===== src/hdl/rs_pkg.sv =====
package rs_pkg;

    // widths
    typedef logic [31:0] data_t;
    typedef logic [5:0]  prn_t;

    // unit class an instruction needs
    typedef enum logic {
        fu_alu,
        fu_mult
    } fu_kind_t;

    // alu function, ignored by the multiplier
    typedef enum logic [1:0] {
        alu_add,
        alu_sub,
        alu_and,
        alu_xor
    } alu_func_t;

    typedef struct packed {
        logic [$bits(data_t)-$bits(prn_t)-1:0] unused;
        prn_t                                  prn;    // tag sits in the low bits
    } tag_view_t;

    // operand word, the ready bit next to it picks the view
    typedef union packed {
        tag_view_t tag;     // still waiting on a producer
        data_t     value;   // operand is available
    } operand_t;

    typedef struct packed {
        logic      valid;
        fu_kind_t  fu;
        alu_func_t func;
        logic      op1_ready;
        logic      op2_ready;
        operand_t  op1;
        operand_t  op2;
        prn_t      dest_prn;
    } rs_entry_t;

    // defaults for the top level
    localparam int rs_size        = 8;
    localparam int dispatch_width = 2;

endpackage


===== src/hdl/cdb_arbiter.sv =====
`timescale 1ns/1ps

module cdb_arbiter
    import rs_pkg::*;
#(
    parameter int NUM_ALU   = 2,
    parameter int CDB_WIDTH = 2
)(
    input  logic                   clock,
    input  logic                   reset,
    input  logic                   mult_done,
    input  data_t                  mult_result,
    input  prn_t                   mult_tag,
    input  logic  [NUM_ALU-1:0]    alu_done,
    input  data_t [NUM_ALU-1:0]    alu_result,
    input  prn_t  [NUM_ALU-1:0]    alu_tag,
    output logic                   mult_grant,
    output logic  [NUM_ALU-1:0]    alu_grant,
    output logic  [CDB_WIDTH-1:0]  cdb_valid,
    output prn_t  [CDB_WIDTH-1:0]  cdb_tag,
    output data_t [CDB_WIDTH-1:0]  cdb_value
);

    localparam int NREQ = NUM_ALU + 1;

    logic  [NREQ-1:0]      req;
    logic  [NREQ-1:0]      gnt;
    data_t [NREQ-1:0]      req_value;
    prn_t  [NREQ-1:0]      req_tag;
    logic  [CDB_WIDTH-1:0] next_valid;
    prn_t  [CDB_WIDTH-1:0] next_tag;
    data_t [CDB_WIDTH-1:0] next_value;

    // multiplier in bit 0 so it wins, then alu 0, alu 1
    assign req       = {alu_done, mult_done};
    assign req_value = {alu_result, mult_result};
    assign req_tag   = {alu_tag, mult_tag};

    always_comb begin
        int slot;
        gnt        = '0;
        next_valid = '0;
        next_tag   = '0;
        next_value = '0;
        slot       = 0;
        for (int r = 0; r < NREQ; r++) begin
            if (req[r] && slot < CDB_WIDTH) begin
                gnt[r]           = 1'b1;
                next_valid[slot] = 1'b1;
                next_tag[slot]   = req_tag[r];
                next_value[slot] = req_value[r];
                slot++;
            end
        end
    end

    assign mult_grant = gnt[0];
    assign alu_grant  = gnt[NREQ-1:1];

    always_ff @(posedge clock) begin
        if (reset) begin
            cdb_valid <= '0;
        end else begin
            cdb_valid <= next_valid;
        end
    end

    always_ff @(posedge clock) begin
        cdb_tag   <= next_tag;
        cdb_value <= next_value;
    end

endmodule


===== config.mk =====
export PLATFORM = sky130hd
export DESIGN_NAME = cdb_arbiter
export DESIGN_NICKNAME = d
export VERILOG_FILES = /design/src/hdl/rs_pkg.sv /design/src/hdl/cdb_arbiter.sv
export SDC_FILE = /design/constraint.sdc
export NUM_CORES = 1
export LEC_CHECK = 0
export BUFFER_PORTS_ARGS = -buffer_cell sky130_fd_sc_hd__buf_2
export CORE_UTILIZATION = 45
export DETAILED_ROUTE_END_ITERATION = 12
export HOLD_SLACK_MARGIN = 0.1
export PLACE_DENSITY = 0.81
export SYNTH_ARGS = -nofsm -noshare
export SYNTH_HDL_FRONTEND = slang
export SYNTH_SLANG_ARGS = --single-unit

===== constraint.sdc =====
create_clock -name clock -period 2.19 [get_ports clock]
set_clock_uncertainty 0.15 [all_clocks]
set_input_delay 0.219 -clock clock [delete_from_list [all_inputs] [get_ports clock]]
set_output_delay 0.219 -clock clock [all_outputs]
set_load 0.05 [all_outputs]

Yosys cells after proc, flatten, opt, wreduce, memory -nomap -nowiden
Index checks and enable logic that the tools add are counted.

storage, ports and cells
  flip-flop bits (word level) = 78
  latch bits = 0
  RAM bits = 0
  bits in read-only memories = 0
  bits of input ports = 119
  output and inout bits = 81
  word-level logic and storage cells = 47
  memories kept = 0

cells by class
  $add $sub $neg = 1
  multipliers = 0
  div/mod/pow operators = 0
  order comparisons = 6
  equality and inequality tests = 0
  shifts and indexed selects = 0
  muxes and demuxes = 29
  bitwise gates (word level) = 2
  reductions and logical operators = 4

operators with widths
  operator                                                             count
  bitwise mux 64 bit                                                   2
  less-than comparator 32 x 3 -> 1 bit (second input constant)         4
  two-way mux 32 bit                                                   4
  two-way mux 64 bit                                                   2
  demux 32 bit (select 1 bit)                                          2
  greater-or-equal comparator 32 x 1 -> 1 bit (second input constant)  2
  adder 32 x 2 -> 32 bit (second input constant)                       1
  bitwise mux 12 bit                                                   2
  two-way mux 12 bit                                                   2
  two-way mux 6 bit                                                    3
  demux 6 bit (select 1 bit)                                           2
  two-way mux 1 bit                                                    6
  logical AND 1 bit                                                    4
  two-way mux 2 bit                                                    2
  demux 1 bit (select 1 bit)                                           2
  bitwise OR 1 x 2 -> 2 bit                                            1
  bitwise OR 2 bit                                                     1

Logic depth before layout (Yosys ltp)
  depth in word-level cells = 10
  gate-level depth with buffers = 9
  gate-level depth less buffers = 4

Worst setup path after synthesis
Ideal clock, no wire load.

  path kind = in2reg
  start point = input mult_done
  end point = register cdb_value[34] (netlist bit)
  library setup time = 0.121 ns
  arrival = 1.738 ns
  slack = 0.180 ns
  cell stages on the path = 9
  path buffers = 5
  cells stage by stage = clkbuf_2 -> buf_2 -> buf_2 -> inv_1 -> ha_1 -> nand3b_1 -> buf_6 -> buf_6 -> mux2_4

RTL lines
  element                 RTL line           source
  start: declaration      cdb_arbiter.sv:11  input logic mult_done,
  end signal: assignment  cdb_arbiter.sv:70  cdb_value <= next_value;
  end: declaration        cdb_arbiter.sv:21  output data_t [CDB_WIDTH-1:0] cdb_value

==> qor.txt <==
Adder-cell share of the synthesized area: 1.02%
Hold slack: 0.120 ns
Worst Path Arrival: 1.98 ns
Max Slew Vio Count: 0
GRT met1 Usage: 30.2%
Final setup fails: 0
Avg WL per Cell: 17.3 um
Startpoint types: primary input
Total die area: 8550 um2
Filler instances: 500
Crit. End Element: flip-flop
Met2 usage in global routing: 55.0%
GRT Util Overall: 30.1%
Setup ws final: 0.288 ns
Worst slew pin tran: 0.807 ns
Synth Area in XOR/XNOR: 0%
Post-synthesis net count: 483
Max_cap viols: 0
Initial DRC Count: 113
Starting Density: 47.2%
Post-synth ARST share: 0%
CP peak stage delay: 0.58 ns
Ys Warns: 0
Cts repair resizes: 0
DP Area: 4680 um2
Die Width: 92.5 um
P&R area growth vs syn: 65.1%
Root Buffer: clkbuf_8
RSZ-0062 raised after global routing: false
Worst vdd ir: 0.000331 V
Port-buffer cells: 199
Worst hold path class: primary input to flip-flop
Mux cell area share after synthesis: 13.7%
Final Hold Vio Count: 0
Ports: 200
Sequential area share after synthesis: 42.4%
Mapped Avg Cell Area: 10.2 um2
Cell Chain, Critical Path: buf_2, inv_1, ha_1, buf_4, nor4bb_1, a31oi_1, dlygate4sd3_1
Top fanout value on the critical path: 38
DP HPWL: 6900 um
Top_reg_cell synth: dfxtp_1
Placer Congestion: 0.776
Status: finished, final reports clean
Synthesized netlist cell count: 361
Global-route wire length before repair: 20000 um
Vias: 4102
Final min period: 1.90 ns
Slowest CP cell: dlygate4sd3_1
Grt peak-use layer: met2
Synth area leader: dfxtp_1
Yosys reg bits: 78
Fmax: 0.526 GHz
Count of flip-flops with a built-in enable after synthesis: 0
Pwr/cell area: 692 nW/um2
Synth top area share: 42.4%
Antenna viol nets, final: 0
Largest family of logic cells by synthesized area: simple AND/OR/NAND/NOR gates
Vias in the first global route: 4329
Largest net degree at the start of global routing: 103
H-tree levels: 3
Most frequent cell after synthesis: dfxtp_1
Pleak: 3.04 nW
Syn Std Cell Area: 3680 um2
# nets final: 776
1st-pass router iterations: 5
Rows: 32
Num CTS Buffers: 9
Via-per-instance ratio: 5.39
Drc violations: 0
Reg clk slew, reported paths: 0.09 ns
Post-CTS Hold Fix Bufs: 115
Dpl ws: 0.345 ns
Post-synthesis compound-gate area fraction: 6.73%
Synth Area in Simple Gates: 30.2%
Setup_tns: 0 ns
Critical path class: primary input to flip-flop
Final Cell Area: 6080 um2
Inserted Diodes: 0
GR Overflow Total: 0
Clock sink count: 78
Synth top cells by count: dfxtp_1, nand3b_1, a31oi_1, and3_1, nand2_1
Bufs on Longest Clock Path: 2
Met3 Use GR: 8.37%
Routed wire length: 13200 um
CTS tree: yes
Fin util: 77.9%
Dominant cells by area after synthesis: dfxtp_1, mux2_4, nand3b_1, a31oi_1, and3_1
Core area: 7810 um2
Final worst-path cycle share: 86.8%
Slew HR: 46.2%
Post-CTS Setup Repair Bufs: 0
Initial antenna violation count: 0
Share of post-route cells with drive strength above 1: 42.2%
Worst EP required: 2.27 ns
Synth cell types: 19
Die height: 92.5 um
==> metrics by stage <==
stage / total power, mW / std cells
final: 4.21 / 761
after global placement: 2.65 / 630
after global routing: 4.35 / 761
after detailed placement: 2.67 / 630
after floorplan: 2.37 / 361
after CTS: 4.19 / 761
==> layer usage <==
layer	up-vias	routed length, um	part of all wire, %
li1	1906	-	-
met1	1884	4720	36
met2	255	6730	51
met3	57	1140	8.7
met4	0	564	4.3
met5	-	0	0
==> path summary, 6_finish.rpt <==
check / start / end / depth (start not counted)
worst min-delay path: alu_result[1] / cdb_value[33]$_DFF_P_ / 3
worst max-delay path: alu_done[0] / cdb_value[4]$_DFF_P_ / 7
==> logic make-up (layout without fill, tap and decap cells) <==
group	count (synthesis)	in the layout
adder cells (fa/ha/maj)	3	3
AO/OA/AOI/OAI	40	40
buffers and inverters	46	344
multiplexers	38	38
flip-flops	78	78
AND/OR/NAND/NOR	156	156
==> sequential cells by signal, indices dropped and copies added, names as in the netlist <==
register	cells
cdb_tag	12
cdb_valid	2
cdb_value	64
==> report_power, final <==
part / internal, mW / switching, mW
registers: 1.54 / 0.0351
clock network: 0.822 / 0.509
logic: 0.509 / 0.787
total: 2.88 / 1.33
==> layout by cell type (no fill, tap or decap) <==
cell type	synthesis	layout
buf_4	2	11
clkbuf_8	0	11
ha_1	3	3
mux2_2	18	18
nor2b_1	1	1
nand2_1	38	38
clkbuf_1	25	2
and3_1	38	38
inv_1	3	3
a21oi_1	2	2
nand2b_1	1	1
mux2_4	20	20
nor4bb_1	22	22
and4bb_2	16	16
nand3b_1	40	40
dlygate4sd3_1	0	115
buf_2	12	199
dfxtp_1	78	78
bufinv_16	0	3
a31oi_1	38	38
==> worst max-delay path, delay by kind of cell <==
kind | cells | cell delay (ns)
AOI/OAI and AO/OA | 1 | 0.11
and+or+nand+nor | 1 | 0.33
buffers and inverters | 4 | 1.14
adders and majority gates | 1 | 0.17
==> layout make-up <==
class                      instances  area, um2  share of cell area [%]
sequential                        78       1560                    25.7
clock inverter                     3       90.1                    1.48
clock buffer                      13        159                    2.61
tap                              102        128                    2.10
multi-input combinational        237       1900                    31.3
inverter                           3       11.3                   0.185
timing repair buffer             325       2230                    36.7
(Power assumes the default switching activity.)
