===== config.mk =====
export PLATFORM = sky130hd
export DESIGN_NAME = mult_unit
export DESIGN_NICKNAME = d
export VERILOG_FILES = /design/src/hdl/rs_pkg.sv /design/src/hdl/mult_unit.sv
export SDC_FILE = /design/constraint.sdc
export NUM_CORES = 1
export LEC_CHECK = 0
export BUFFER_PORTS_ARGS = -buffer_cell sky130_fd_sc_hd__buf_2
export CAP_MARGIN = 20
export CORE_ASPECT_RATIO = 1.75
export CORE_MARGIN = 2
export CORE_UTILIZATION = 58
export DETAILED_ROUTE_END_ITERATION = 8
export GPL_ROUTABILITY_DRIVEN = 1
export HOLD_SLACK_MARGIN = 0.15
export PLACE_DENSITY_LB_ADDON = 0.25
export SETUP_SLACK_MARGIN = 0.1
export SLEW_MARGIN = 20
export SYNTH_ARGS = -nofsm -noshare
export SYNTH_HDL_FRONTEND = slang
export SYNTH_SLANG_ARGS = --single-unit

===== constraint.sdc =====
create_clock -name clock -period 5.9 [get_ports clock]
set_input_delay 0.59 -clock clock [delete_from_list [all_inputs] [get_ports clock]]
set_output_delay 0.59 -clock clock [all_outputs]
set_load 0.01 [all_outputs]

===== src/hdl/rs_pkg.sv =====
package rs_pkg;

    // widths
    typedef logic [31:0] data_t;
    typedef logic [5:0]  prn_t;

    // unit class an instruction needs
    typedef enum logic {
        fu_alu,
        fu_mult
    } fu_kind_t;

    // alu function, ignored by the multiplier
    typedef enum logic [1:0] {
        alu_add,
        alu_sub,
        alu_and,
        alu_xor
    } alu_func_t;

    typedef struct packed {
        logic [$bits(data_t)-$bits(prn_t)-1:0] unused;
        prn_t                                  prn;    // tag sits in the low bits
    } tag_view_t;

    // operand word, the ready bit next to it picks the view
    typedef union packed {
        tag_view_t tag;     // still waiting on a producer
        data_t     value;   // operand is available
    } operand_t;

    typedef struct packed {
        logic      valid;
        fu_kind_t  fu;
        alu_func_t func;
        logic      op1_ready;
        logic      op2_ready;
        operand_t  op1;
        operand_t  op2;
        prn_t      dest_prn;
    } rs_entry_t;

    // defaults for the top level
    localparam int rs_size        = 8;
    localparam int dispatch_width = 2;

endpackage


===== src/hdl/mult_unit.sv =====
`timescale 1ns/1ps

module mult_unit
    import rs_pkg::*;
(
    input  logic  clock,
    input  logic  reset,
    input  logic  issue,
    input  data_t a,
    input  data_t b,
    input  prn_t  dest,
    input  logic  grant,
    output logic  avail,
    output logic  done,
    output data_t result,
    output prn_t  tag
);

    logic        s1_valid;
    logic        s2_valid;
    data_t       s1_a;
    data_t       s1_b;
    prn_t        s1_tag;
    prn_t        s2_tag;
    data_t       s2_ll;       // low halves product
    logic [15:0] s2_cross;    // cross terms, low 16 bits only
    logic        stall;

    // last stage full and not taken holds the whole pipe
    assign stall = done && !grant;
    assign avail = !stall;

    always_ff @(posedge clock) begin
        if (reset) begin
            s1_valid <= 1'b0;
            s2_valid <= 1'b0;
            done     <= 1'b0;
        end else if (!stall) begin
            s1_valid <= issue;
            s2_valid <= s1_valid;
            done     <= s2_valid;
        end
    end

    always_ff @(posedge clock) begin
        if (!stall) begin
            s1_a     <= a;
            s1_b     <= b;
            s1_tag   <= dest;
            s2_ll    <= s1_a[15:0] * s1_b[15:0];
            s2_cross <= s1_a[15:0] * s1_b[31:16] + s1_a[31:16] * s1_b[15:0];
            s2_tag   <= s1_tag;
            result   <= s2_ll + {s2_cross, 16'h0000};   // low 32 of the product
            tag      <= s2_tag;
        end
    end

endmodule


### Word-level counts from Yosys, hierarchy flattened

Index checks and enable logic that the tools add are counted.
W data, S select, Z words.

| storage, ports and cells | value |
|---|---|
| output and inout port bits | 40 |
| register bits | 165 |
| input bits | 74 |

| cells by class | value |
|---|---|
| $add $sub $neg | 2 |
| reductions and logical operators | 3 |
| multipliers | 3 |

Operators by type and width:

| operator | number |
|---|---|
| $add A32 B32 Y32 | 1 |
| $mul A16 B16 Y16 | 2 |
| $mul A16 B16 Y32 | 1 |
| $add A16 B16 Y16 | 1 |
| $logic_not A1 Y1 | 2 |
| $logic_and A1 B1 Y1 | 1 |

### Logic depth before layout (Yosys ltp)

Gate-level depths: netlist of run 1.

| depth | value |
|---|---|
| depth in word-level cells | 3 |
| depth in mapped cells | 24 |
| mapped depth without buffers | 22 |

### Worst setup path before layout of run 1

OpenSTA, ideal clock, no wires.

| path | value |
|---|---|
| path kind | register -> register |
| start point | register s1_a[12] |
| end point | register s2_cross[15] (data pin) |
| path buffers | 2 |
| library setup time | 262 ps |
| path slack | -505 ps |
| cell stages (with the launch flop) | 25 |
| period minus slack after synthesis | 6,405 ps |
| required time | 5,638 ps |
| arrival | 6,144 ps |
| cell sequence | edfxtp_1 > clkbuf_1 > clkbuf_1 > nand2_1 > fa_1 > inv_1 > fa_1 > inv_1 > fa_1 > inv_1 > fa_1 > inv_1 > fa_1 > fa_1 > inv_1 > fa_1 > fa_1 > xor2_1 > xnor2_1 > xnor2_1 > xnor2_1 > xnor2_1 > xnor2_1 > xnor2_1 > xnor2_1 |

| on the way | value |
|---|---|
| longest elaborated chain between the ends | 2 |

RTL lines:

| item | RTL line | text |
|---|---|---|
| from (decl) | mult_unit.sv:21 | `data_t s1_a;` |
| from (signal assigned) | mult_unit.sv:47 | `s1_a <= a;` |
| $mul A16 B16 Y16 | mult_unit.sv:51 | `s2_cross <= s1_a[15:0] * s1_b[31:16] + s1_a[31:16] * s1_b[15:0];` |
| $add A16 B16 Y16 | mult_unit.sv:51 |  |
| to (signal assigned) | mult_unit.sv:51 |  |
| to (decl) | mult_unit.sv:26 | `logic [15:0] s2_cross;` |

Every way passes these cells.
A chain may end at the register's enable or synchronous reset.

### Final worst setup path of run 1

| path | value |
|---|---|
| start point | register s1_b[4] |
| end point | register s2_ll[31] (data pin) |

| on the way | value |
|---|---|
| longest elaborated chain between the ends | 1 |

RTL lines:

| item | RTL line | text |
|---|---|---|
| from (decl) | mult_unit.sv:22 | `data_t s1_b;` |
| from (signal assigned) | mult_unit.sv:48 | `s1_b <= b;` |
| $mul A16 B16 Y32 | mult_unit.sv:50 | `s2_ll <= s1_a[15:0] * s1_b[15:0];` |
| to (signal assigned) | mult_unit.sv:50 |  |
| to (decl) | mult_unit.sv:25 | `data_t s2_ll;` |

Every way passes these cells.

==> metrics.txt, run 1 <==
vias in the first global route 17730; Skew-Pair Late Insertion Delay 0.47 ns; Die Wd 151.2 µm; Total GRT Usage 0.3298; # DRC 0; critical path's largest stage delay 0.58 ns; Clock transition at path regs 0.08 ns; drt wl/cell 21.18 µm; hold buffer count at CTS 0; global-route wire length before repair 95.23 mm; TritonCTS clock tree done; GP Congestion 0.9788; worst-path fanout max 4; core area 0.03752 mm²; antenna violations before repair 1; synth unique cells 53; largest net degree at the start of global routing 83; failing checks negative setup slack; via count 16100; RSZ-0062 raised after global routing yes; Multi-input gate area 0.01598 mm²; startpoint types flop; hold wc startpoint a[24]; final wirelength 62.67 mm; Final Skew 0.01577 ns; Worst path top cell family by delay adder cells; kind of critical path flop to flop; CP dominant cell by count fa_1; Max Buffers Root-to-Sink 2; Worst Setup SP s1_b[4]; Primary FF master, synth edfxtp_1; post-synthesis area per instance 10.36 µm²; Initial Util 0.5865; type of the most critical hold path primary input to flop; Arr. time, crit path 6.55 ns; Starting DRT DRC Count 871; RR Startpoint s1_b[4]; nets 3127; Seq/Total Area, Yosys 0.2238; post-detail-place hpwl 50.00 mm; IO buf count 113; Final ANT Viol Nets 0; leading cell type in the layout, fill and taps excluded inv_1; commonest cells after routing, fill and taps aside inv_1, fa_1, nand2_1; Worst setup EP type flop; root buffer cell clkbuf_16; Fill cells 2777; top cell type's share of synthesized area 0.3448; FF-to-FF setup slack -0.45 ns; cell count after synthesis 2124; Ys Warns 0; Final period util 1.076; full die area 0.03957 mm²; drt pass-1 iters 5; Slew @ Worst Pin 0.9911 ns; minimum clock period 6.347 ns; Area Overhead vs Synth 22.09%; Final Setup Violations 18; WL met3 2.869 mm; pre-CTS worst setup slack -0.5216 ns; max cap viols 0; net count after synthesis 2787; Crit path required time 6.10 ns; number of synthesized register bits 165; die height 261.7 µm; final hold vios 0; Met1 Routed Length 19.79 mm; clock sinks 165; register area 0.004925 mm²; Fmax 0.1575 GHz; grt total ovfl 0; Max Used Layer met4; status finished with violations; layout cells sized above 1 0.2418; total CTS buffers 17; setup ws final -0.4473 ns; Top-Level Pins 114; WP buf/inv 6; met2 routed WL 33.58 mm; Worst slew margin 0.3392; largest area contributor in the netlist fa_1; max-slew violations 0; crit-path cells buf_6 -> buf_6 -> and2_4 -> fa_1 -> inv_2 -> fa_1 -> inv_2 -> fa_1 -> fa_1 -> fa_1 -> inv_2 -> fa_1 -> inv_2 -> ha_4 -> and4_4 -> and3_4 -> a31oi_4 -> o41ai_4 -> a211oi_2 -> o41ai_2 -> a21oi_1 -> xnor2_1; Rows 94; Post-synth EDFFs 162; Slowest-stage cell, CP fa_1; Synth area leaders fa_1, edfxtp_1, ha_1; FFs w/ async S/R, synth 0; Mapped Area 0.02200 mm²; Vias/cell 5.440; CTS HTree Levels 4
## layer usage
layer / track usage / vias to the layer above
li1: - / 7169
met5: 0 / -
met2: 0.6062 / 572
met1: 0.3269 / 8112
met4: 0.2645 / 0
met3: 0.04184 / 245
## per-stage QoR
step                      hold WS [ns]  cell area (µm²)    util  std cells  setup TNS [ns]
after detailed placement        0.4045            24790  0.6608       2865          -5.626
after CTS                       0.2723            26260  0.6999       2930          -3.572
after global routing            0.2780            26860  0.7160       2958          -8.046
after global placement          0.4008            24790  0.6608       2865          -4.253
final                           0.2857            26860  0.7160       2959          -4.866
after floorplan                 0.4003            22160       -       2124         -0.3782
## repair_timing
item,4_1_cts,5_1_grt
hold endpoints to repair,0,0
gates resized for setup,128,91
pin swaps,79,86
setup endpoints to repair,22,29
setup buffers,34,28
gates cloned,2,3
## cell type report
type | instances | share of cell area
Sequential cell | 165 | 0.1833
Clock buffer | 17 | 0.01584
Multi-Input combinational cell | 1453 | 0.5949
Inverter | 422 | 0.05915
Timing Repair Buffer | 405 | 0.1167
Tap cell | 480 | 0.02236
Clock inverter | 15 | 0.007498
Antenna cell | 2 | 0.0001863
## registers in the layout (all words and copies together) (netlist names), 6 cells and up
name	count
s1_tag	6
tag	6
result	32
s1_a	32
s2_ll	32
s1_b	32
s2_cross	16
s2_tag	6
## Yosys cell counts (all sizes together), types with 2 or more instances
cell and n:
nand3b 2, xnor2 94, o21ai 17, clkbuf 82, nand2b 6, nand2 282, o31ai 5, nand3 9
or2 3, dfxtp 3, nor2 27, or3 6, ha 210, nor2b 5, a2111oi 2, a31oi 4
edfxtp 162, fa 379, nor3 12, nor4 2, o21a 6, a21o 9, a21oi 42, a21boi 2
and2 273, xor2 17, o41ai 2, inv 422, a211oi 6, o211ai 6, buf 2, o22ai 2
o21bai 8, and3 6
## cell families (layout without fill, tap and decap cells)
kind of cell | Yosys count | after routing | share of synthesized area
flops | 165 | 165 | 0.2238
compound gates | 117 | 117 | 0.03594
xor+xnor | 111 | 111 | 0.04418
buf+inv | 506 | 859 | 0.08666
other cells | 0 | 2 | 0
fa+ha+maj | 589 | 589 | 0.4642
simple gates | 636 | 636 | 0.1452
## final timing paths
kind / end / depth (start not counted)
hold reg to reg: result[1] / 0
hold / removal: s1_a[24] / 1
setup reg to reg: s2_ll[31] / 22
setup / recovery: s2_ll[31] / 22
Power of run 1 is not shown: default switching activity piles up to over one toggle a cycle in this logic, so the estimate is an artifact.
==> run 2, diff against run 1 <==
--- a/config.mk
+++ b/config.mk
@@ -15,6 +15,7 @@
 export HOLD_SLACK_MARGIN = 0.15
 export PLACE_DENSITY_LB_ADDON = 0.25
 export SETUP_SLACK_MARGIN = 0.1
+export SKIP_LAST_GASP = 1
 export SLEW_MARGIN = 20
 export SYNTH_ARGS = -nofsm -noshare
 export SYNTH_HDL_FRONTEND = slang
==> metrics.txt, run 2 (synthesized netlist as in run 1, its figures left out) <==
status finished with violations (unchanged); failing checks negative setup slack (unchanged); Worst slew margin 0.3438 (was 0.3392); Starting DRT DRC Count 862 (was 871); largest net degree at the start of global routing 83 (unchanged); final hold slack 0.2881 ns (was 0.2857 ns); type of the most critical hold path primary input to flop (unchanged); Worst path top cell family by delay adder cells (unchanged); drt wl/cell 21.13 µm (was 21.18 µm); IO buf count 113 (unchanged); GP Congestion 0.9788 (unchanged); total CTS buffers 17 (unchanged); minimum clock period 6.473 ns (was 6.347 ns); Slew @ Worst Pin 0.9843 ns (was 0.9911 ns); die height 261.7 µm (unchanged); CTS HTree Levels 4 (unchanged); register area 0.004925 mm² (unchanged); Die Wd 151.2 µm (unchanged); TritonCTS clock tree done (unchanged); grt total ovfl 0 (unchanged); global-route wire length before repair 95.07 mm (was 95.23 mm); antenna violations before repair 1 (unchanged); stages on the worst setup path 24 (was 22); max cap viols 0 (unchanged); Top-Level Pins 114 (unchanged); CP dominant cell by count fa_1 (unchanged); max-slew violations 0 (unchanged); core area 0.03752 mm² (unchanged); Fill cells 2765 (was 2777); layout cells sized above 1 0.2355 (was 0.2418); met3 GRT Util 0.04167 (was 0.04184); full die area 0.03957 mm² (unchanged); final hold vios 0 (unchanged); Slowest-stage cell, CP fa_1 (unchanged); WP buf/inv 9 (was 6); root buffer cell clkbuf_16 (unchanged); Final period util 1.097 (was 1.076); final wirelength 62.39 mm (was 62.67 mm); pre-CTS worst setup slack -0.5216 ns (unchanged); met2 Usage GRT 0.6060 (was 0.6062); Total GRT Usage 0.3293 (was 0.3298); RSZ-0062 raised after global routing yes (unchanged); Final Setup Violations 21 (was 18); Non-Filler Instances 2953 (was 2959); leading cell type in the layout, fill and taps excluded inv_1 (unchanged); Clock transition at path regs 0.08 ns (about the same); startpoint types flop (unchanged); Initial Util 0.5865 (unchanged); worst r2r path cells 24 (was 22); Final Skew 0.01596 ns (was 0.01577 ns); placed cells 2865 (unchanged); Skew-Pair Late Insertion Delay 0.47 ns (about the same); TNS Setup -7.171 ns (was -4.866 ns); clock sinks 165 (unchanged); post-detail-place hpwl 50.00 mm (unchanged); critical path's largest stage delay 0.56 ns (was 0.58 ns); vias in the first global route 17710 (was 17730); Worst setup EP type flop (unchanged); Rows 94 (unchanged); Multi-input gate area 0.01595 mm² (was 0.01598 mm²); Fmax 0.1545 GHz (was 0.1575 GHz); # DRC 0 (unchanged); Vias/cell 5.430 (was 5.440); crit-path cells buf_6 -> buf_4 -> buf_6 -> and2_4 -> fa_1 -> inv_1 -> fa_2 -> fa_1 -> inv_2 -> ha_4 -> inv_2 -> fa_1 -> inv_2 -> fa_1 -> inv_2 -> fa_1 -> inv_1 -> fa_1 -> ha_4 -> a21boi_4 -> o311a_1 -> nor4_2 -> nor2_1 -> xor2_1 (was buf_6 -> buf_6 -> and2_4 -> fa_1 -> inv_2 -> fa_1 -> inv_2 -> fa_1 -> fa_1 -> fa_1 -> inv_2 -> fa_1 -> inv_2 -> ha_4 -> and4_4 -> and3_4 -> a31oi_4 -> o41ai_4 -> a211oi_2 -> o41ai_2 -> a21oi_1 -> xnor2_1); Arr. time, crit path 6.68 ns (was 6.55 ns); Top Usage Layer GRT met2 (unchanged); setup ws final -0.5731 ns (was -0.4473 ns); drt pass-1 iters 5 (unchanged); kind of critical path flop to flop (unchanged); worst-path fanout max 4 (unchanged); Area Overhead vs Synth 21.50% (was 22.09%); Final ANT Viol Nets 0 (unchanged); Hold Crit Depth 1 (unchanged); via count 16030 (was 16100); Crit path required time 6.11 ns (was 6.10 ns); commonest cells after routing, fill and taps aside inv_1, fa_1, nand2_1 (unchanged); Max Buffers Root-to-Sink 2 (unchanged); nets 3121 (was 3127); met1 Track Usage GR 0.3256 (was 0.3269)
==> run 2: cell count changes in the layout (fill, tap and decap cells not counted), moves of 4 or more <==
cell     previous run  this run
inv_1             396       401
fa_1              353       358
nand2_1           271       276
inv_2              25        20
buf_4             236       231
nand2_2            10         6
fa_2               26        21
==> run 2: final timing paths <==
kind | start | to | slack [ns]
worst max-delay path | s1_b[20] | s2_cross[14] | -0.57
worst min-delay path | a[24] | s1_a[24] | 0.29
worst max register to register | s1_b[20] | s2_cross[14] | -0.57
worst min register to register | s2_ll[1] | result[1] | 0.42
==> run 2: area by class of cell <==
cell class                      count  share of cell area
Multi-Input combinational cell   1453              0.5967
Clock buffer                       17             0.01591
Antenna cell                        2           0.0001872
Sequential cell                   165              0.1842
Clock inverter                     15            0.007535
Tap cell                          480             0.02246
Timing Repair Buffer              399              0.1135
Inverter                          422             0.05944
==> run 2: what timing repair did <==
action,CTS,global route
gates resized for setup,119,88
hold buffers,0,0
setup buffers,34,24
endpoints found under the setup margin,22,29
pin swaps,79,91
cloned,2,1
==> run 2: through the flow <==
step	instance area [µm²]	utilization
2_1_floorplan	22160	-
3_3_place_gp	24790	0.6608
3_5_place_dp	24790	0.6608
4_1_cts	26210	0.6987
5_1_grt	26730	0.7125
6_report	26730	0.7126
==> run 2: metal layers <==
metal	share of wire	vias to the layer above
met4	0.098	0
met2	0.54	538
met3	0.040	239
met5	0	-
met1	0.32	8115
li1	-	7142
==> run 2: worst register-to-register path, stage by stage (launching register included) <==
cell	delay, ns
edfxtp_1	0.43
buf_6	0.16
buf_4	0.13
buf_6	0.11
and2_4	0.15
fa_1	0.55
inv_1	0.06
fa_2	0.53
fa_1	0.43
inv_2	0.09
ha_4	0.12
inv_2	0.03
fa_1	0.54
inv_2	0.05
fa_1	0.56
inv_2	0.05
fa_1	0.47
inv_1	0.05
fa_1	0.51
ha_4	0.22
a21boi_4	0.15
o311a_1	0.33
nor4_2	0.25
nor2_1	0.09
xor2_1	0.15
Power of run 2 is left out for the same reason.
