--- config.mk ---
export PLATFORM = sky130hd
export DESIGN_NAME = alu_unit
export DESIGN_NICKNAME = d
export VERILOG_FILES = /design/src/hdl/rs_pkg.sv /design/src/hdl/alu_unit.sv
export SDC_FILE = /design/constraint.sdc
export NUM_CORES = 1
export LEC_CHECK = 0
export BUFFER_PORTS_ARGS = -buffer_cell sky130_fd_sc_hd__buf_2
export CORE_ASPECT_RATIO = 1.25
export CORE_MARGIN = 4
export CORE_UTILIZATION = 56
export DETAILED_ROUTE_END_ITERATION = 12
export PLACE_DENSITY = 0.83
export SETUP_SLACK_MARGIN = 0.5
export SYNTH_ARGS = -nofsm -noshare
export SYNTH_HDL_FRONTEND = slang
export SYNTH_SLANG_ARGS = --single-unit
--- constraint.sdc ---
create_clock -name clock -period 5.35 [get_ports clock]
set_input_delay 0.8025 -clock clock [delete_from_list [all_inputs] [get_ports clock]]
set_output_delay 0.8025 -clock clock [all_outputs]
set_load 0.01 [all_outputs]
--- src/hdl/rs_pkg.sv ---
package rs_pkg;

    // widths
    typedef logic [31:0] data_t;
    typedef logic [5:0]  prn_t;

    // unit class an instruction needs
    typedef enum logic {
        fu_alu,
        fu_mult
    } fu_kind_t;

    // alu function, ignored by the multiplier
    typedef enum logic [1:0] {
        alu_add,
        alu_sub,
        alu_and,
        alu_xor
    } alu_func_t;

    typedef struct packed {
        logic [$bits(data_t)-$bits(prn_t)-1:0] unused;
        prn_t                                  prn;    // tag sits in the low bits
    } tag_view_t;

    // operand word, the ready bit next to it picks the view
    typedef union packed {
        tag_view_t tag;     // still waiting on a producer
        data_t     value;   // operand is available
    } operand_t;

    typedef struct packed {
        logic      valid;
        fu_kind_t  fu;
        alu_func_t func;
        logic      op1_ready;
        logic      op2_ready;
        operand_t  op1;
        operand_t  op2;
        prn_t      dest_prn;
    } rs_entry_t;

    // defaults for the top level
    localparam int rs_size        = 8;
    localparam int dispatch_width = 2;

endpackage

--- src/hdl/alu_unit.sv ---
`timescale 1ns/1ps

module alu_unit
    import rs_pkg::*;
(
    input  logic      clock,
    input  logic      reset,
    input  logic      issue,
    input  alu_func_t func,
    input  data_t     a,
    input  data_t     b,
    input  prn_t      dest,
    input  logic      grant,
    output logic      avail,
    output logic      done,
    output data_t     result,
    output prn_t      tag
);

    data_t alu_out;

    always_comb begin
        case (func)
            alu_add: alu_out = a + b;
            alu_sub: alu_out = a - b;
            alu_and: alu_out = a & b;
            default: alu_out = a ^ b;
        endcase
    end

    // free when empty or the held result leaves this cycle
    assign avail = !done || grant;

    always_ff @(posedge clock) begin
        if (reset) begin
            done <= 1'b0;
        end else if (issue) begin
            done <= 1'b1;   // back-to-back with the grant
        end else if (grant) begin
            done <= 1'b0;
        end
    end

    always_ff @(posedge clock) begin
        if (issue) begin
            result <= alu_out;
            tag    <= dest;
        end
    end

endmodule

# Word-level counts from Yosys, hierarchy flattened

Cells that the tools add are included.

Add/subtract/negate cells: 2
Eq/ne operators: 2
Mux-type cells: 3
Bitwise gates (word level): 2
Reductions and logical operators: 4

Operators by type and width:

| kind                 | count |
|---|---|
| $pmux W32 S3         | 1 |
| $add A32 B32 Y32     | 1 |
| $and A32 B32 Y32     | 1 |
| $sub A32 B32 Y32     | 1 |
| $xor A32 B32 Y32     | 1 |
| $eq A2 B1 Y1 const B | 1 |
| $eq A2 B2 Y1 const B | 1 |
| $logic_not A2 Y1     | 1 |
| $mux W1              | 2 |
| $reduce_bool A2 Y1   | 1 |
| $logic_not A1 Y1     | 1 |
| $logic_or A1 B1 Y1   | 1 |

Bits in registers: 39
Input bits: 76
Output and inout port bits: 40
Word-level logic and storage cells: 16

# Logic depth before layout (Yosys ltp)

Gate-level depths: netlist of run 1.

Word-level depth: 2
Mapped depth: 16
Mapped depth without buffers: 15

# Worst setup path after synthesis of run 1

Ideal clock, no wire load.

Path type: input -> register
From: input port b[18]
To: register result[30], data pin
Setup time: 180 ps
Arrival: 4005 ps
Data required time: 5170 ps
Setup slack: 1165 ps
Cell stages on the path: 15
Path through: or4_1 nor4_2 and2_1 nand2_1 o21ai_0 xor2_1 ha_1 clkbuf_1 a21o_1 a21o_1 a21o_1 or3_1 a31oi_1 nor2_1 a221oi_1

Cells in the longest elaborated chain, start to end: 2
Elaborated cells on any way between the ends: 3

Ends and longest elaborated chain:

| what                                                        | line                           | source |
|---|---|---|
| start: declaration                                          | alu_unit.sv:11                 | `input data_t b,` |
| $sub A32 B32 Y32 / $add A32 B32 Y32 (equally long branches) | alu_unit.sv:25, alu_unit.sv:24 |  |
| $pmux W32 S3 (*)                                            | alu_unit.sv:23                 | `case (func)` |
| net alu_out[30]                                             | alu_unit.sv:20                 | `data_t alu_out;` |
| end signal: assignment                                      | alu_unit.sv:46                 | `result <= alu_out;` |
| end: declaration                                            | alu_unit.sv:16                 | `output data_t result,` |

Mark *: on every way through the listed nets, which the timed path passes. The rest lies on a longest branch.
A chain may end at the register's enable or synchronous reset.

# Worst setup path in the final report of run 1

Ends and elaborated chain as after synthesis.

==> flow_metrics.tcl, run 1 <==
set metrics [dict create \
    timing.slew.headroom 0.356 \
    detailroute.via_count 4789 \
    combPwrFrac 0.477 \
    postCtsSetupBuffers 0 \
    cts_inserted_buffers 5 \
    cellInternalPower_w 0.000783 \
    critical-path-top-delay-family "simple AND/OR/NAND/NOR gates" \
    achievable-frequency_ghz 0.220 \
    gp_routability_congestion 0.982 \
    critPathMostFrequentCell "a21o_1" \
    clkLatencyLatePin_ns 0.32 \
    vias_per_cell 6.37 \
    critical_path_cell_count 15 \
    synth_largest_area_cell "edfxtp_1" \
    globalRoute.totalOverflow 0 \
    final_common_cell "buf_2" \
    p_seq_frac 0.314 \
    synth.net_count 693 \
    power.switching_w 0.000498 \
    ctsHtreeMaxLevel 2 \
    power_frac_clock 0.208 \
    asyncSetResetFlopFracSynth 0 \
    most_frequent_cells_in_the_layout "115 x buf_2, 64 x ha_1, 43 x nand2_1" \
    area_growth_syn_to_layout_pct 15.6 \
    yosys_register_bits 39 \
    cp.required_ns 5.49 \
    final_min_period_over_clock_period 0.851 \
    synthCells 552 \
    netSwitchingFraction 0.389 \
    synth-edff-count 38 \
    die_h_um 112 \
    synthesis.area_mm2 0.00484 \
    start_util 0.581 \
    numClockSinks 39 \
    floorplan.io_pins 116 \
    finalNetCount 795 \
    grt_pass1_wl_um 22700 \
    critPathSlowestCell "or4_1" \
    post_synthesis_compound_gate_area_fraction 0.251 \
    synthesis.yosys.warnings 0 \
    fill_cells 714 \
    floorplan.core_area_mm2 0.00833 \
    number_of_antenna_violations_at_the_first_check_in_global_routing 0 \
    placementRows 37 \
    timing.final.ws_setup_ns 0.795 \
    fp.dieW_um 91.2 \
    post_synth_mux_area_share 0.0519 \
    synth.top_cell.area_share 0.236 \
    global_route.usage.total 0.272 \
    critPathBufInv 1 \
    synth_xor_area_frac 0.0796 \
    vdd_ir_drop_max_v 0.000123 \
    final-hold-violation-count 0 \
    vias_in_the_first_global_route 4735 \
    worst_endpoint_data_arrival_time_ns 4.70 \
    critical_path.startpoint_type "primary input" \
    synth_simple_gate_area_share 0.178 \
    cts_tree "built" \
    grt_setup_unrepaired "false" \
    netlist-cell-type-count 65 \
    cpPeakStageDelay_ns 0.59 \
    combinational_family_with_the_most_area_after_synthesis "compound AO/OA/AOI/OAI gates" \
    grt_start_max_net_pins 40 \
    peak_fanout_along_the_critical_path 9 \
    power-per-cell-area_mw_per_mm2 229 \
    drive_gt1_frac 0.229 \
    cts.root.buffer_cell "clkbuf_8" \
    maxCapViolCount 0 \
    avgSynthCellArea_um2 8.77 \
    finClkSkew_ns 0 \
    multi_input_area_mm2 0.00354 \
    status "finished, final reports clean" \
    finalSetupViolCount 0 \
    drt-total-wl_um 14000 \
    worst-slew-pin-transition_ns 0.966 \
    timing.hold.worst_path_depth 2 \
    ant_nets 0 \
    first_pass_iters 5 \
    die_area_mm2 0.0102 \
    detailedPlace.worstSlack_ns 0.536 \
    drc 0 \
    yosys.area_share.adder 0.170 \
    post_cts_resize_count 0 \
    top_cells_by_area_synth "edfxtp_1 24%, ha_1 17%, a21oi_1 4.2%" \
    tns_ns 0 \
    holdBufCountCts 0 \
    drv_slew 0 \
    detailedRoute.firstIterationViolations 259 \
    crit_chain "buf_2, or4_1, nor4_2, and2_1, nand2_1, o21ai_0, xor2_1, ha_1, a21o_1, a21o_1, a21o_1, or3_1, a31oi_1, nor2_1, a221oi_1" \
    synth_seq_area_share 0.240 \
    worst-setup-path-type "in2reg" \
    power.static_leakage_nw 2.49 \
    max-clock-path-buffers 2 \
    port-buffer-count 115 \
    layout.area.seq_mm2 0.00116 \
    hpwlAfterDp_um 11000 \
    critPathCaptureType "flip-flop" \
    hold_path_class "reg2reg" \
    avgRoutedWirePerCell_um 18.6 \
    fin_util 0.672 \
    postSynth.topFlopCell "edfxtp_1" \
    diodes 0 \
    worst_r2r_path_depth 2 \
    cts.clk_slew.worst_paths_ns 0.10 \
    post-route-min-period_ns 4.56 \
]
## area by class of cell
class | instances | area share
clock buffers | 5 | 0.0123
clock inverters | 3 | 0.00782
inverters | 12 | 0.00805
multi-input cells | 475 | 0.632
flip-flops and latches | 39 | 0.207
well taps | 97 | 0.0217
repair buffers | 121 | 0.111
## metrics by stage
step | total power, W | hold WS [ns] | std cells | instance area [um^2]
global placement | 0.00100 | 0.465 | 744 | 5490
finish | 0.00128 | 0.498 | 752 | 5600
global route | 0.00137 | 0.539 | 752 | 5600
floorplan | 0.000820 | 0.580 | 552 | 4840
detailed placement | 0.00101 | 0.484 | 744 | 5490
CTS | 0.00128 | 0.498 | 752 | 5600
## sequential cells by signal, indices dropped and copies added (netlist names)
register,cells
done,1
result,32
tag,6
## power by group through the flow
stage | Clock, W | Combinational, W | Sequential, W
floorplan | 0 | 0.000388 | 0.000432
global placement | 0 | 0.000593 | 0.000409
detailed placement | 0 | 0.000603 | 0.000409
CTS | 0.000268 | 0.000606 | 0.000403
global route | 0.000284 | 0.000678 | 0.000407
finish | 0.000267 | 0.000612 | 0.000403
## worst reg2reg max path, stage by stage (launching register included)
cell and delay [ns]:
dfxtp_1 0.34, nand2b_1 0.07, a21oi_1 0.14
## cell families (layout without fill, tap and decap cells)
| logic type | Yosys count | after routing |
|---|---|---|
| AO/OA/AOI/OAI | 176 | 176 |
| AND/OR/NAND/NOR | 166 | 166 |
| buffers and inverters | 38 | 141 |
| adder cells (fa/ha/maj) | 65 | 65 |
| flip-flops | 39 | 39 |
| XOR/XNOR | 44 | 44 |
| multiplexers | 24 | 24 |
## path summary, 6_finish.rpt
path         startpoint    endpoint  slack, ns
min                done        done       0.50
max reg2reg        done        done       4.75
min reg2reg        done        done       0.50
max               b[18]  result[30]       0.79
## layer usage
metal  routed length, um  share of wire  GRT usage  vias up
met5                   0              0          0        -
met4                 444          0.032      0.107        0
met3                 842          0.060     0.0432       41
met2                7140           0.51      0.489      198
met1                5530           0.40      0.322     2227
li1                    -              -          -     2323
## synth_stat cells (all sizes together), types with 13 or more instances
master  count
xnor2      22
clkbuf     21
nand2      43
ha         64
a21o       15
o21ai      38
a21oi      42
xor2       22
nand2b     13
edfxtp     38
mux2i      15
nor2       37
(Power assumes the default switching activity.)
==> run 2, diff against run 1 <==
--- a/config.mk
+++ b/config.mk
@@ -6,9 +6,11 @@
 export NUM_CORES = 1
 export LEC_CHECK = 0
+export ABC_AREA = 1
 export BUFFER_PORTS_ARGS = -buffer_cell sky130_fd_sc_hd__buf_2
 export CORE_ASPECT_RATIO = 1.25
 export CORE_MARGIN = 4
-export CORE_UTILIZATION = 56
+export CORE_UTILIZATION = 57
 export DETAILED_ROUTE_END_ITERATION = 12
+export MAX_ROUTING_LAYER = met4
 export PLACE_DENSITY = 0.83
 export SETUP_SLACK_MARGIN = 0.5
==> constraint.sdc (replaced) <==
create_clock -name clock -period 5.35 [get_ports clock]
set_input_delay 0.8025 -clock clock [delete_from_list [all_inputs] [get_ports clock]]
set_output_delay 0.8025 -clock clock [all_outputs]
set_load 0.02 [all_outputs]
==> run 2 against run 1 <==
Clock skew did not move. Cell count rose by 44%. Critical path depth rose by 4. Sequential share of layout area fell by 2.1 points. First-iteration DRC count rose by 20%. Via count rose by 20%. Setup slack improved by 0.98 ns. Largest power group unchanged.
==> flow_metrics.tcl, run 2 <==
set metrics [dict create \
    detail_route.wirelength.met1_um 6300 \
    ff2ff_setup_slack_ns 4.79 \
    worstReg2RegEnd "done" \
    synthesis.yosys.warnings 0 \
    fill_cells 927 \
    drc 0 \
    final_min_period_over_clock_period 0.668 \
    fin_util 0.678 \
    worst_r2r_path_depth 2 \
    hold_path_class "reg2reg" \
    routed-wl-met2_um 7870 \
    worst-slew-pin-transition_ns 1.10 \
    cp.required_ns 5.39 \
    most_frequent_cells_in_the_layout "285 x nand2_1, 131 x inv_1, 115 x buf_2" \
    largest_reg_flops 32 \
    vias_per_cell 5.32 \
    ant_nets 0 \
    synth_largest_area_cell "edfxtp_1" \
    grt_start_max_net_pins 40 \
    synth.top_cell.area_share 0.212 \
    design_area_mm2 0.00622 \
    crit-reg2reg-launch "done" \
    worst_endpoint_data_arrival_time_ns 3.61 \
    final-hold-violation-count 0 \
    cts_inserted_buffers 5 \
    fp.dieW_um 94.9 \
    finalSetupViolCount 0 \
    synth-edff-count 38 \
    area_growth_syn_to_layout_pct 15.5 \
    synthCells 846 \
    port-buffer-count 115 \
    globalRoute.totalOverflow 0 \
    postCtsSetupBuffers 0 \
    cts.clk_slew.worst_paths_ns 0.06 \
    route.top_layer_used "met4" \
    status "finished, final reports clean" \
    critical_path.startpoint_type "primary input" \
    drive_gt1_frac 0.162 \
    global_route.usage.total 0.310 \
    synth_seq_area_share 0.216 \
    diodes 0 \
    hold-path-endpoint "done" \
    synth.net_count 987 \
    number_of_antenna_violations_at_the_first_check_in_global_routing 0 \
    worst_hold_startpoint "done" \
    top_cells_by_area_synth "edfxtp_1 21%, nand2_1 20%, ha_1 15%" \
    p_total_w 0.00139 \
    hpwlAfterDp_um 13300 \
    yosys_register_bits 39 \
    grt_pass1_wl_um 26000 \
    worst-setup-path-type "in2reg" \
    finalNetCount 1098 \
    detailroute.via_count 5754 \
    cts.root.buffer_cell "clkbuf_16" \
    timing.slew.headroom 0.267 \
    leading_cell_type_by_number_of_instances_after_synthesis "nand2_1" \
    vias_in_the_first_global_route 5686 \
    power-per-cell-area_mw_per_mm2 223 \
    netlist-cell-type-count 37 \
    detailedRoute.firstIterationViolations 311 \
    start_util 0.587 \
    max-clock-path-buffers 2 \
    post-route-min-period_ns 3.57 \
    die_h_um 117 \
    holdBufCountCts 0 \
    largest_register "result" \
    achievable-frequency_ghz 0.280 \
    avgSynthCellArea_um2 6.36 \
    largest_registers "result x32, tag x6, done x1" \
    maxCapViolCount 0 \
    floorplan.core_area_mm2 0.00917 \
    drv_slew 0 \
    final_common_cell "nand2_1" \
    timing.hold.worst_path_depth 2 \
    die_area_mm2 0.0111 \
    synth.top_cells.by_count "285 x nand2_1, 131 x inv_1, 81 x nor2_1, 64 x ha_1, 60 x nand3_1" \
    grt_setup_unrepaired "false" \
    floorplan.io_pins 116 \
    synthesis.area_mm2 0.00538 \
    ctsHtreeMaxLevel 2 \
    power.static_leakage_nw 3.39 \
    peak_fanout_along_the_critical_path 5 \
    first_pass_iters 5 \
    final_cells 1081 \
    wl_met3_um 1040 \
    avgRoutedWirePerCell_um 14.9 \
    cts_tree "built" \
    post_cts_resize_count 0 \
    finClkSkew_ns 0 \
    drt-total-wl_um 16100 \
    asyncSetResetFlopFracSynth 0 \
    clkLatencyLatePin_ns 0.28 \
    tns_ns 0 \
    placementRows 39 \
    detailed_place.area_mm2 0.00605 \
    gp_routability_congestion 1.03 \
    numClockSinks 39 \
    numPlacedInstances 1073 \
    vdd_ir_drop_max_v 0.000134 \
    postSynth.topFlopCell "edfxtp_1" \
    critPathCaptureType "flip-flop" \
]
run 2: changes by cell type in the layout (fill, tap and decap cells not counted), moves of 13 or more:
cell,change
nand2_1,+242
inv_1,+119
nand3_1,+54
nor2_1,+44
mux2i_1,-15
a21o_1,-13
a22o_1,+13
nand2b_1,-13
run 2: per-layer routing:
| metal | up-vias | global-route usage |
|---|---|---|
| met5 | - | - |
| met4 | 0 | 0.174 |
| met3 | 53 | 0.0322 |
| met2 | 226 | 0.551 |
| met1 | 2527 | 0.334 |
| li1 | 2948 | - |
run 2: worst max-delay path by stage:
stage | startpoint | to | slack (ns) | cells after the start
floorplan | b[1] | result[27] | 2.20 | 19
finish | b[0] | result[20] | 1.78 | 19
global placement | b[0] | result[18] | 1.49 | 19
global route | b[0] | result[18] | 1.49 | 19
detailed placement | b[0] | result[18] | 1.53 | 19
CTS | b[0] | result[18] | 1.81 | 19
run 2: logic make-up (layout without fill, tap and decap cells):
logic type               after synthesis  in the layout  share of synthesized area
XOR/XNOR                              28             28                     0.0456
AO/OA/AOI/OAI                         91             91                      0.100
buffers and inverters                148            260                      0.108
adder cells (fa/ha/maj)               65             65                      0.152
AND/OR/NAND/NOR                      475            475                      0.378
flip-flops                            39             39                      0.216
run 2: worst max-delay path, cell delays in order:
cell and delay [ns]:
buf_2 0.12, inv_1 0.11, ha_1 0.21, nand3_2 0.13, nor2_2 0.18, nand4_2 0.16, nand2_2 0.17, o21ai_0 0.13
xnor2_1 0.16, ha_1 0.38, nand2_1 0.13, nor2_1 0.17, inv_1 0.11, nor2_1 0.18, nand3_1 0.17, nand3_1 0.12
nand2_1 0.05, nand3_1 0.06, nand3_1 0.07
run 2: layout make-up:
type,count,area [um^2],share of cell area
Multi-Input combinational cell,659,3640,0.585
Sequential cell,39,1160,0.187
Timing Repair Buffer,116,583,0.0938
Inverter,136,510,0.0821
Tap cell,123,154,0.0248
Clock buffer,5,125,0.0201
Clock inverter,3,43.8,0.00704
run 2: per-stage QoR:
step                hold WS, ns  setup WS, ns
floorplan                 0.693          2.20
global placement          0.461          1.49
detailed placement        0.467          1.53
CTS                       0.475          1.81
global route              0.496          1.49
finish                    0.472          1.78
run 2: report_power, final:
group / switching (W) / internal [W]
clock network: 0.000129 / 0.000220
logic: 0.000425 / 0.000218
registers: 0.00000888 / 0.000387
total: 0.000563 / 0.000825
